File: config.mk
export PLATFORM = sky130hd
export DESIGN_NAME = rx_top
export DESIGN_NICKNAME = d
export VERILOG_FILES = /design/src/rx_pkg.sv /design/src/cmd_fifo.sv /design/src/rx_control.sv /design/src/rx_settings.sv /design/src/rx_top.sv /design/src/sample_fifo.sv
export SDC_FILE = /design/constraint.sdc
export NUM_CORES = 2
export LEC_CHECK = 0
export BUFFER_PORTS_ARGS = -buffer_cell sky130_fd_sc_hd__buf_2
export CELL_PAD_IN_SITES_DETAIL_PLACEMENT = 1
export CELL_PAD_IN_SITES_GLOBAL_PLACEMENT = 2
export CORE_MARGIN = 10
export CORE_UTILIZATION = 42
export CTS_CLUSTER_SIZE = 10
export DETAILED_ROUTE_END_ITERATION = 10
export HOLD_SLACK_MARGIN = 0.15
export PLACE_DENSITY = 0.69
export SYNTH_ARGS = -nofsm -noshare
export SYNTH_HDL_FRONTEND = slang
export SYNTH_SLANG_ARGS = --single-unit
File: constraint.sdc
create_clock -name clk -period 7.3 [get_ports clk]
set_input_delay 1.46 -clock clk [delete_from_list [all_inputs] [get_ports clk]]
set_output_delay 1.46 -clock clk [all_outputs]
set_load 0.01 [all_outputs]
File: src/rx_pkg.sv
package rx_pkg;

   // Settings bus addresses of the receive block
   localparam logic [7:0] rx_base       = 8'd160;
   localparam logic [7:0] rx_addr_time  = rx_base + 8'd3;  // Commits a command
   localparam logic [7:0] rx_addr_cmd   = rx_base + 8'd4;
   localparam logic [7:0] rx_addr_clear = rx_base + 8'd5;  // Clears overrun

   localparam int cmd_depth_log2 = 4;

   typedef struct packed
   {
      logic        stb;
      logic [7:0]  addr;
      logic [31:0] data;
   } set_bus_t;

   // Upper word from the command address, lower word from the time address
   typedef struct packed
   {
      logic        send_imm;
      logic        chain;
      logic [20:0] numlines;
      logic [8:0]  lines_per_frame;
      logic [31:0] rcvtime;
   } rx_cmd_t;

   typedef struct packed
   {
      logic        sop;
      logic        eop;
      logic [31:0] data;
   } fifo_line_t;

   typedef enum logic [2:0]
   {
      ibs_idle,
      ibs_waiting,
      ibs_firstline,
      ibs_running,
      ibs_overrun
   } ibs_state_e;

   typedef enum logic
   {
      xfer_idle,
      xfer_go
   } xfer_state_e;

endpackage

File: src/cmd_fifo.sv
`timescale 1ns/100ps

module cmd_fifo
  (
   input  logic            clk,
   input  logic            rst,
   input  logic            clear_i,
   input  logic            push_i,
   input  rx_pkg::rx_cmd_t data_i,
   input  logic            pop_i,
   output rx_pkg::rx_cmd_t data_o,
   output logic            full_o,
   output logic            empty_o
   );
   import rx_pkg::*;

   rx_cmd_t                   mem [2**cmd_depth_log2];
   logic [cmd_depth_log2-1:0] wr_ptr;
   logic [cmd_depth_log2-1:0] rd_ptr;
   logic [cmd_depth_log2:0]   count;
   logic                      do_push;
   logic                      do_pop;

   assign do_push = push_i & ~full_o;
   assign do_pop  = pop_i & ~empty_o;

   always_ff @(posedge clk)
   begin
      if (do_push)
         mem[wr_ptr] <= data_i;
   end

   always_ff @(posedge clk)
   begin
      if (rst || clear_i)
      begin
         wr_ptr <= '0;
         rd_ptr <= '0;
         count  <= '0;
      end
      else
      begin
         if (do_push)
            wr_ptr <= wr_ptr + 1'b1;
         if (do_pop)
            rd_ptr <= rd_ptr + 1'b1;
         if (do_push && !do_pop)
            count <= count + 1'b1;
         else if (do_pop && !do_push)
            count <= count - 1'b1;
      end
   end

   assign data_o  = mem[rd_ptr];  // Head is always visible
   assign full_o  = count[cmd_depth_log2];
   assign empty_o = (count == '0);

   a_no_over_under : assert property (@(posedge clk) disable iff (rst)
      !(push_i && full_o) && !(pop_i && empty_o));

endmodule

File: src/rx_control.sv
`timescale 1ns/100ps

module rx_control
  #(parameter int fifo_size = 10)
  (
   input  logic            clk,
   input  logic            rst,
   input  rx_pkg::rx_cmd_t cmd_i,
   input  logic            cmd_push_i,
   input  logic            clear_i,
   input  logic [31:0]     master_time_i,
   input  logic [31:0]     sample_i,
   input  logic            strobe_i,
   output logic            run_o,
   output logic            overrun_o,
   output logic [31:0]     wr_dat_o,
   output logic            wr_write_o,
   output logic            wr_done_o,
   input  logic            wr_ready_i,
   input  logic            wr_full_i,
   output logic [15:0]     fifo_occupied_o,
   output logic            fifo_full_o,
   output logic            fifo_empty_o
   );
   import rx_pkg::*;

   rx_cmd_t     next_cmd;  // Head of command FIFO
   rx_cmd_t     cur_cmd;
   logic        cmd_empty;
   logic        cmd_pop;
   fifo_line_t  line_in;
   fifo_line_t  line_out;
   logic        line_write;
   logic        line_read;
   logic        full;
   logic        empty;
   ibs_state_e  ibs_state;
   xfer_state_e xfer_state;
   logic [20:0] lines_left;
   logic [8:0]  lines_left_frame;
   logic [32:0] delta_time;
   logic        too_late;
   logic        go_now;
   logic        last_line;
   logic        last_in_frame;
   logic        take_sample;
   logic        mid_pkt;  // Drain stopped inside a packet
   logic        discard;

   cmd_fifo u_cmd_fifo
     (
      .clk     (clk),
      .rst     (rst),
      .clear_i (clear_i),
      .push_i  (cmd_push_i),
      .data_i  (cmd_i),
      .pop_i   (cmd_pop),
      .data_o  (next_cmd),
      .full_o  (),
      .empty_o (cmd_empty)
      );

   sample_fifo #(.depth_log2(fifo_size)) u_sample_fifo
     (
      .clk        (clk),
      .rst        (rst),
      .clear_i    (clear_i),
      .write_i    (line_write),
      .data_i     (line_in),
      .read_i     (line_read),
      .data_o     (line_out),
      .full_o     (full),
      .empty_o    (empty),
      .occupied_o (fifo_occupied_o)
      );

   // Negative difference in the top two bits means the time has passed
   assign delta_time    = {1'b0, cur_cmd.rcvtime} - {1'b0, master_time_i};
   assign too_late      = (delta_time[32:31] == 2'b11) & ~cur_cmd.send_imm;
   assign go_now        = cur_cmd.send_imm | (master_time_i == cur_cmd.rcvtime);
   assign last_line     = (lines_left == 21'd1);
   assign last_in_frame = (lines_left_frame == 9'd1);
   assign take_sample   = (ibs_state == ibs_running) & strobe_i & ~full;

   assign cmd_pop = ((ibs_state == ibs_idle) | (take_sample & last_line & cur_cmd.chain))
                    & ~cmd_empty;

   always_ff @(posedge clk)
   begin
      if (cmd_pop)
         cur_cmd <= next_cmd;
   end

   always_ff @(posedge clk)
   begin
      if (rst || clear_i)
      begin
         ibs_state        <= ibs_idle;
         lines_left       <= '0;
         lines_left_frame <= '0;
      end
      else
      begin
         case (ibs_state)
            ibs_idle:
               if (!cmd_empty)
               begin
                  ibs_state        <= ibs_waiting;
                  lines_left       <= next_cmd.numlines;
                  lines_left_frame <= next_cmd.lines_per_frame;
               end
            ibs_waiting:
               if (go_now)
                  ibs_state <= ibs_firstline;
               else if (too_late)
                  ibs_state <= ibs_overrun;
            ibs_firstline:
               if (full || strobe_i)
                  ibs_state <= ibs_overrun;  // No room for header, or strobe collides
               else
                  ibs_state <= ibs_running;
            ibs_running:
               if (strobe_i)
               begin
                  if (full)
                     ibs_state <= ibs_overrun;
                  else if (last_line)
                  begin
                     if (!cur_cmd.chain)
                        ibs_state <= ibs_idle;
                     else if (cmd_empty)
                        ibs_state <= ibs_overrun;
                     else
                     begin
                        ibs_state        <= ibs_firstline;  // Chained, no time wait
                        lines_left       <= next_cmd.numlines;
                        lines_left_frame <= next_cmd.lines_per_frame;
                     end
                  end
                  else if (last_in_frame)
                  begin
                     ibs_state        <= ibs_firstline;
                     lines_left       <= lines_left - 1'b1;
                     lines_left_frame <= cur_cmd.lines_per_frame;
                  end
                  else
                  begin
                     lines_left       <= lines_left - 1'b1;
                     lines_left_frame <= lines_left_frame - 1'b1;
                  end
               end
            ibs_overrun:
               ibs_state <= ibs_overrun;  // Held until clear
            default:
               ibs_state <= ibs_idle;
         endcase
      end
   end

   // Header carries the current time
   assign line_in = (ibs_state == ibs_firstline) ?
                    fifo_line_t'{sop: 1'b1, eop: 1'b0, data: master_time_i} :
                    fifo_line_t'{sop: 1'b0, eop: last_line | last_in_frame, data: sample_i};

   assign line_write = ((ibs_state == ibs_firstline) & ~full) | take_sample;

   assign run_o     = (ibs_state == ibs_running) | (ibs_state == ibs_firstline);
   assign overrun_o = (ibs_state == ibs_overrun);

   always_ff @(posedge clk)
   begin
      if (rst || clear_i)
      begin
         xfer_state <= xfer_idle;
         mid_pkt    <= 1'b0;
      end
      else
      begin
         if (wr_write_o)
            mid_pkt <= ~line_out.eop;
         case (xfer_state)
            xfer_idle:
               if (wr_ready_i)
                  xfer_state <= xfer_go;
            xfer_go:
               if (wr_write_o && (line_out.eop || wr_full_i))
                  xfer_state <= xfer_idle;
            default:
               xfer_state <= xfer_idle;
         endcase
      end
   end

   // Stray lines outside a packet are dropped
   assign discard    = (xfer_state == xfer_idle) & ~empty & ~line_out.sop & ~mid_pkt;
   assign wr_write_o = (xfer_state == xfer_go) & ~empty;
   assign wr_done_o  = wr_write_o & line_out.eop;
   assign wr_dat_o   = line_out.data;
   assign line_read  = wr_write_o | discard;

   assign fifo_full_o  = full;
   assign fifo_empty_o = empty;

   // A full FIFO takes no line, so occupancy cannot grow
   a_no_write_full : assert property (@(posedge clk) disable iff (rst)
      (full && !line_read && !clear_i) |=> (fifo_occupied_o == $past(fifo_occupied_o)));

endmodule

File: src/rx_settings.sv
`timescale 1ns/100ps

module rx_settings
  (
   input  logic             clk,
   input  logic             rst,
   input  rx_pkg::set_bus_t set_i,
   output rx_pkg::rx_cmd_t  cmd_o,
   output logic             cmd_push_o,
   output logic             clear_o
   );
   import rx_pkg::*;

   logic [31:0] cmd_q;
   logic [31:0] time_q;
   logic        time_chg;
   logic        clear_q;

   always_ff @(posedge clk)
   begin
      if (set_i.stb && (set_i.addr == rx_addr_cmd))
         cmd_q <= set_i.data;
      if (set_i.stb && (set_i.addr == rx_addr_time))
         time_q <= set_i.data;
   end

   always_ff @(posedge clk)
   begin
      if (rst)
      begin
         time_chg <= 1'b0;
         clear_q  <= 1'b0;
      end
      else
      begin
         time_chg <= set_i.stb && (set_i.addr == rx_addr_time);
         clear_q  <= set_i.stb && (set_i.addr == rx_addr_clear);
      end
   end

   assign cmd_o      = {cmd_q, time_q};
   assign cmd_push_o = time_chg;  // One push per time write
   assign clear_o    = clear_q;

   a_quiet_after_rst : assert property (@(posedge clk) rst |=> !(cmd_push_o || clear_o));

endmodule

File: src/rx_top.sv
`timescale 1ns/100ps

module rx_top
  (
   input  logic             clk,
   input  logic             rst,
   input  rx_pkg::set_bus_t set_i,
   input  logic [31:0]      master_time_i,
   input  logic [31:0]      sample_i,
   input  logic             strobe_i,
   output logic             run_o,
   output logic             overrun_o,
   output logic [31:0]      wr_dat_o,
   output logic             wr_write_o,
   output logic             wr_done_o,
   input  logic             wr_ready_i,
   input  logic             wr_full_i,
   output logic [15:0]      fifo_occupied_o,
   output logic             fifo_full_o,
   output logic             fifo_empty_o
   );
   import rx_pkg::*;

   rx_cmd_t cmd;
   logic    cmd_push;
   logic    clear;

   rx_settings u_rx_settings
     (
      .clk        (clk),
      .rst        (rst),
      .set_i      (set_i),
      .cmd_o      (cmd),
      .cmd_push_o (cmd_push),
      .clear_o    (clear)
      );

   rx_control #(.fifo_size(6)) u_rx_control
     (
      .clk             (clk),
      .rst             (rst),
      .cmd_i           (cmd),
      .cmd_push_i      (cmd_push),
      .clear_i         (clear),
      .master_time_i   (master_time_i),
      .sample_i        (sample_i),
      .strobe_i        (strobe_i),
      .run_o           (run_o),
      .overrun_o       (overrun_o),
      .wr_dat_o        (wr_dat_o),
      .wr_write_o      (wr_write_o),
      .wr_done_o       (wr_done_o),
      .wr_ready_i      (wr_ready_i),
      .wr_full_i       (wr_full_i),
      .fifo_occupied_o (fifo_occupied_o),
      .fifo_full_o     (fifo_full_o),
      .fifo_empty_o    (fifo_empty_o)
      );

endmodule

File: src/sample_fifo.sv
`timescale 1ns/100ps

module sample_fifo
  #(parameter int depth_log2 = 10)
  (
   input  logic               clk,
   input  logic               rst,
   input  logic               clear_i,
   input  logic               write_i,
   input  rx_pkg::fifo_line_t data_i,
   input  logic               read_i,
   output rx_pkg::fifo_line_t data_o,
   output logic               full_o,
   output logic               empty_o,
   output logic [15:0]        occupied_o
   );
   import rx_pkg::*;

   fifo_line_t            mem [2**depth_log2];
   logic [depth_log2-1:0] wr_ptr;
   logic [depth_log2-1:0] rd_ptr;
   logic [depth_log2:0]   count;
   logic                  do_write;
   logic                  do_read;

   assign do_write = write_i & ~full_o;
   assign do_read  = read_i & ~empty_o;

   // Line storage
   always_ff @(posedge clk)
   begin
      if (do_write)
         mem[wr_ptr] <= data_i;
   end

   always_ff @(posedge clk)
   begin
      if (rst || clear_i)
      begin
         wr_ptr <= '0;
         rd_ptr <= '0;
      end
      else
      begin
         if (do_write)
            wr_ptr <= wr_ptr + 1'b1;
         if (do_read)
            rd_ptr <= rd_ptr + 1'b1;
      end
   end

   always_ff @(posedge clk)
   begin
      if (rst || clear_i)
         count <= '0;
      else if (do_write && !do_read)
         count <= count + 1'b1;
      else if (do_read && !do_write)
         count <= count - 1'b1;
   end

   assign data_o     = mem[rd_ptr];
   assign full_o     = count[depth_log2];  // Set only at exactly 2**depth_log2
   assign empty_o    = (count == '0);
   assign occupied_o = 16'(count);

   a_count_bound : assert property (@(posedge clk) disable iff (rst)
      count <= (1 << depth_log2));

endmodule

Word level (Yosys, flattened, before mapping):

Memory sizes are Yosys's and may differ from the RTL's. A register that Yosys moved wholly into a read port is not among the register bits.
Index checks and enable logic that the tools add are counted.

* register bits after elaboration: 176
* memory bits (writable): 3200
* input port bits: 110
* output and inout port bits: 54
* memories kept: 2

Memories
* u_rx_control.u_sample_fifo.mem: depth 64, bits a word 34, read ports 1, clocked after memory_dff 1, write ports 1, line sample_fifo.sv:19 `fifo_line_t mem [2**depth_log2];`
* u_rx_control.u_cmd_fifo.mem: depth 16, bits a word 64, read ports 1, clocked after memory_dff 1, write ports 1, line cmd_fifo.sv:17 `rx_cmd_t mem [2**cmd_depth_log2];`

* $add $sub $neg: 11
* equal/unequal tests: 17
* mux-type cells: 40
* bitwise logic cells: 31
* reduce and logical (&&, ||, !) cells: 23

Operators with widths (number)
* 2-to-1 mux 21 bit: 5
* 2-to-1 mux 9 bit: 6
* one-hot mux 21 bit (2 select lines): 1
* 2-to-1 mux 34 bit: 1
* subtractor 32 x 32 -> 33 bit: 1
* equality test 32 bit: 1
* 2-to-1 mux 3 bit: 10
* equality test 8 bit, second input constant: 3
* equality test 21 x 1 -> 1 bit, second input constant: 1
* subtractor 21 x 1 -> 21 bit, second input constant: 1
* one-hot mux 9 bit (2 select lines): 1
* AND 1 bit: 16
* one-hot mux 3 bit (5 select lines): 1
* 2-to-1 mux 7 bit: 2
* adder 6 x 1 -> 6 bit, second input constant: 2
* 2-to-1 mux 6 bit: 2
* 2-to-1 mux 5 bit: 2
* equality test 9 x 1 -> 1 bit, second input constant: 1
* NOT 1 bit: 9
* subtractor 9 x 1 -> 9 bit, second input constant: 1
* adder 4 x 1 -> 4 bit, second input constant: 2
* logical AND 1 bit: 8
* 2-to-1 mux 4 bit: 2
* AND reduction 4 bit: 2
* other kinds (21): 41

Depth between registers and ports, before layout:

* depth after elaboration: 11
* depth in mapped cells: 20
* gate-level depth less buffers: 17

By module:

Synthesis repeated with hierarchy kept, for this count alone.

* cell total of the unflattened synthesis: 6002
* area total of the unflattened synthesis: 130219.9 µm²

By module, submodules not included
* sample_fifo: times used 1, cells an instance 3690, area an instance 83946.8 µm², sequential area each 65843.1 µm²
* cmd_fifo: times used 1, cells an instance 1675, area an instance 39100.0 µm², sequential area each 31089.8 µm²
* rx_control: times used 1, cells an instance 561, area an instance 5123.7 µm², sequential area each 1991.9 µm²
* rx_settings: times used 1, cells an instance 76, area an instance 2049.5 µm², sequential area each 1961.9 µm²

Worst setup path after synthesis:

No wires, ideal clock.

* path kind: reg2reg
* from: register u_rx_control.u_cmd_fifo.count[4]
* to: memory u_rx_control.u_cmd_fifo.mem[3][0] (netlist bit) (enable)
* library setup time: 565 ps
* data arrival time: 5217 ps
* slack: 1519 ps
* cell stages (with the launch flop): 5
* period minus slack after synthesis: 5781 ps
* cells stage by stage: dfxtp_1 nor2b_1 clkbuf_1 nand2_1 nor3_1

* longest elaborated chain between the ends: 4

RTL lines
* from (decl): line cmd_fifo.sv:20 `logic [cmd_depth_log2:0] count;`
* from (signal assigned): line cmd_fifo.sv:48 `count <= count + 1'b1;`
* from (signal assigned): line cmd_fifo.sv:50 `count <= count - 1'b1;`
* NOT 1 bit: line cmd_fifo.sv:24 `assign do_push = push_i & ~full_o;`
* AND 1 bit: line cmd_fifo.sv:24
* net u_rx_control.u_cmd_fifo.do_push: line cmd_fifo.sv:21 `logic do_push;`
* 2-to-1 mux 1 bit: line cmd_fifo.sv:29 `if (do_push)`
* 2-to-1 mux 1 bit (not written as such): line cmd_fifo.sv:30 `mem[wr_ptr] <= data_i;`
* to (decl): line cmd_fifo.sv:17

The timed path passes the listed nets, and every way through them passes these cells.

==> results.txt <==
initial antenna violation count: 34
Initial Utilization: 0.421
placed standard-cell area: 137000 um^2
Tcrit/Tclk final: 0.840
Synth Warn #: 0
H-tree depth: 5
IO Pins: 164
core area: 309000 um^2
main combinational cell family by area after synthesis: multiplexers
clk slew on worst S/H paths: 0.06 ns
1st-iter DRT viols: 7210
post-synthesis mux area share: 0.182
most instantiated cells after synthesis: 3307 x edfxtp_1, 1019 x mux4_2, 147 x nor2_1
# rows: 204
CP max-delay cell: dfxtp_4
simple-gate area share of the yosys netlist: 0.0123
clk sink count: 3386
Worst Setup Start Kind: flop
gr usage total: 0.207
Vias/cell: 6.02
Worst VDD drop: 0.276 mV
pin count of the biggest net entering global routing: 132
WP buf/inv: 3
max frequency: 163 MHz
Slew Limit Headroom: 0.115
skew final: 0.0615 ns
max-cap viol count: 0
count leader, synth: edfxtp_1
share of the synthesized area in the top cell type: 0.764
Yosys cell types: 73
Reg2Reg Setup Slack: 2.19 ns
XOR/XNOR Fraction of Synth Area: 0.00195
Setup TNS Final: 0 ns
Setup violations, final: 0
CP Data Required Time: 5.84 ns
post-layout net count: 6066
flops & latches, synth: 3386
synthesized instance count: 5451
dpl ws: 2.02 ns
Final Max Slew Viols: 0
GR Overflow Total: 0
Inst Count DP: 9635
Design Area, Final: 147000 um^2
Detailed Place HPWL: 190000 um
worst hold path class: reg -> reg
crit-path max FO: 34
leading area contributor after synthesis: edfxtp_1
routed via count: 61000
number of setup buffers added after CTS: 0
Levels on crit path: 8
CTS tree: yes
Seq/Total Area, Yosys: 0.776
Pre-Repair DR Iteration Count: 5
Synth area leaders: edfxtp_1 76%, mux4_2 18%, dfxtp_1 1.2%, ha_1 0.51%, nor2_1 0.42%
Synth-to-Final Area Change: 13.4%
worst slew pin tran: 1.33 ns
Routed WL per cell: 34.7 um
Num CTS Buffers: 383
DRT antenna net count: 0
Max clock buf depth: 4
critical path type: reg -> out
Synth Area in Compound Gates: 0.0101
die height: 576 um
ratio of cells with drive above 1 in the final layout: 0.323
Mapped Area: 130000 um^2
Worst-Skew Late Latency: 0.94 ns
CP Data Arrival Time: 4.67 ns
first-pass GRT wire length: 496000 um
Reg-to-Reg End: u_rx_control.u_sample_fifo.count[6]
crit-path leading delay family: buffers and inverters
post-synthesis async set-or-reset flop share: 0
Hold Buf Count CTS: 0
slowest stage delay, CP: 0.87 ns
Hold Vio Cnt, Final: 0
die width: 576 um
Register-to-Register Path Depth: 16
Pleak: 44.6 nW
# DRC: 0
non-filler cells, final: 10100
Tot Pwr: 49.3 mW
number of flops mapped to enable cells by yosys: 3307
worst setup path end: wr_done_o
PD cells: 335 nW/um^2
Worst Slack Setup Final: 1.17 ns
Mean Syn Cell Area: 23.9 um^2
worst path cell trace: buf_4 -> buf_4 -> mux4_2 -> mux4_2 -> nor2b_1 -> a211oi_1 -> a211oi_1 -> buf_2
gpl congestion: 0.746
status: finished clean
Final Critical Period: 6.13 ns
post-cts gate resize count: 0
unrepaired setup endpoints after global routing: no
adder and majority gate portion of the synthesized area: 0.00541
Crit. End Element: output pin
drt total wl: 351000 um
Root Driver: clkbuf_16
main flop type after synthesis: edfxtp_1
die area: 332000 um^2
vias in the first global route: 64300
input/output buffers: 154
==> worst register-to-register path: cells and delay by family (launching register included) <==
family / cells / cell delay [ns]
and+or+nand+nor: 2 / 0.40
muxes: 1 / 0.43
AOI/OAI and AO/OA: 7 / 1.73
xor gates and xnor gates: 1 / 0.10
adders and majority gates: 2 / 0.54
buffers and inverters: 3 / 1.14
DFF: 1 / 0.69
==> stage by stage <==
| step | hold slack, ns | utilization |
|---|---|---|
| 6_report | 0.504 | 0.478 |
| 5_1_grt | 0.540 | 0.478 |
| 3_3_place_gp | 0.483 | 0.444 |
| 3_5_place_dp | 0.497 | 0.444 |
| 2_1_floorplan | 0.465 | - |
| 4_1_cts | 0.506 | 0.478 |
==> cells in the final DEF, fill, tap and decap left out, types with 10 or more instances in the layout <==
master     count
dfxtp_1       69
mux2_2        44
diode_2       12
buf_4        175
mux4_2      1019
mux2i_1       22
o21ai_0       54
a21oi_1       69
nand3_1       20
nor2_4        76
nor2_1        71
o22ai_1       15
xnor2_1       14
a211oi_1      12
ha_1          53
nand4_1       14
nor3_1        15
clkbuf_16    388
buf_12        16
xor2_1        15
buf_2        154
a21o_1        17
inv_1         56
clkbuf_1      67
nand2_1       61
and3_1        10
edfxtp_1    3307
==> registers in the layout (all words and copies together), names as in the netlist, named ones only <==
| name | flops |
|---|---|
| u_rx_settings.cmd_q | 32 |
| u_rx_control.u_cmd_fifo.rd_ptr | 4 |
| u_rx_control.ibs_state | 3 |
| u_rx_control.lines_left | 21 |
| u_rx_control.mid_pkt | 1 |
| u_rx_control.u_cmd_fifo.wr_ptr | 4 |
| u_rx_control.xfer_state | 1 |
| u_rx_control.cur_cmd | 43 |
| u_rx_control.lines_left_frame | 9 |
| u_rx_control.u_cmd_fifo.mem | 1024 |
| u_rx_control.u_sample_fifo.wr_ptr | 6 |
| u_rx_control.u_sample_fifo.count | 7 |
| u_rx_settings.clear_o | 1 |
| u_rx_control.u_sample_fifo.mem | 2176 |
| u_rx_settings.time_q | 32 |
| u_rx_settings.cmd_push_o | 1 |
| u_rx_control.u_sample_fifo.rd_ptr | 6 |
| u_rx_control.u_cmd_fifo.count | 5 |
==> per-layer routing <==
layer | routed length (um) | up-vias | global-route usage
met1 | 141000 | 33600 | 0.285
met2 | 175000 | 2690 | 0.345
met4 | 10300 | 8 | 0.0581
met3 | 25000 | 582 | 0.0328
li1 | - | 24100 | -
met5 | 64 | - | 0
==> report_power, final <==
group          total, mW  switching, mW  internal, mW  leakage, nW
Sequential          22.7          0.428          22.2         30.4
Clock               16.9           7.31          9.60         5.12
Combinational       9.76           5.29          4.47         9.05
Total               49.3           13.0          36.3         44.6
==> area by class of cell <==
type	instances	area [um^2]
timing repair buffer	345	2400
tap	4120	5150
sequential	3386	101000
clock buffer	455	9960
antenna	12	30.0
fill	27000	161000
inverter	57	214
clock inverter	35	597
multi-input combinational	1728	28200
==> cells by family (layout without fill, tap and decap cells) <==
logic type      after synthesis  count (layout)
flops                      3386            3386
mux                        1085            1085
buf+inv                     345             892
simple gates                336             336
compound gates              214             214
fa+ha+maj                    55              55
xor+xnor                     29              29
other cells                   1              21
==> worst min path at each step <==
stage               slack (ns)                               from  depth (start not counted)                          endpoint
floorplan                 0.46        u_rx_control.lines_left[19]                          1       u_rx_control.lines_left[19]
global placement          0.48  u_rx_control.u_cmd_fifo.rd_ptr[1]                          2                              flop
detailed placement        0.50  u_rx_control.u_cmd_fifo.rd_ptr[1]                          2                              flop
CTS                       0.51   u_rx_control.u_cmd_fifo.count[4]                          2  u_rx_control.u_cmd_fifo.count[4]
global route              0.54   u_rx_control.u_cmd_fifo.count[4]                          2  u_rx_control.u_cmd_fifo.count[4]
finish                    0.50   u_rx_control.u_cmd_fifo.count[4]                          2  u_rx_control.u_cmd_fifo.count[4]
Note: power is estimated with default switching activity, not from simulation.
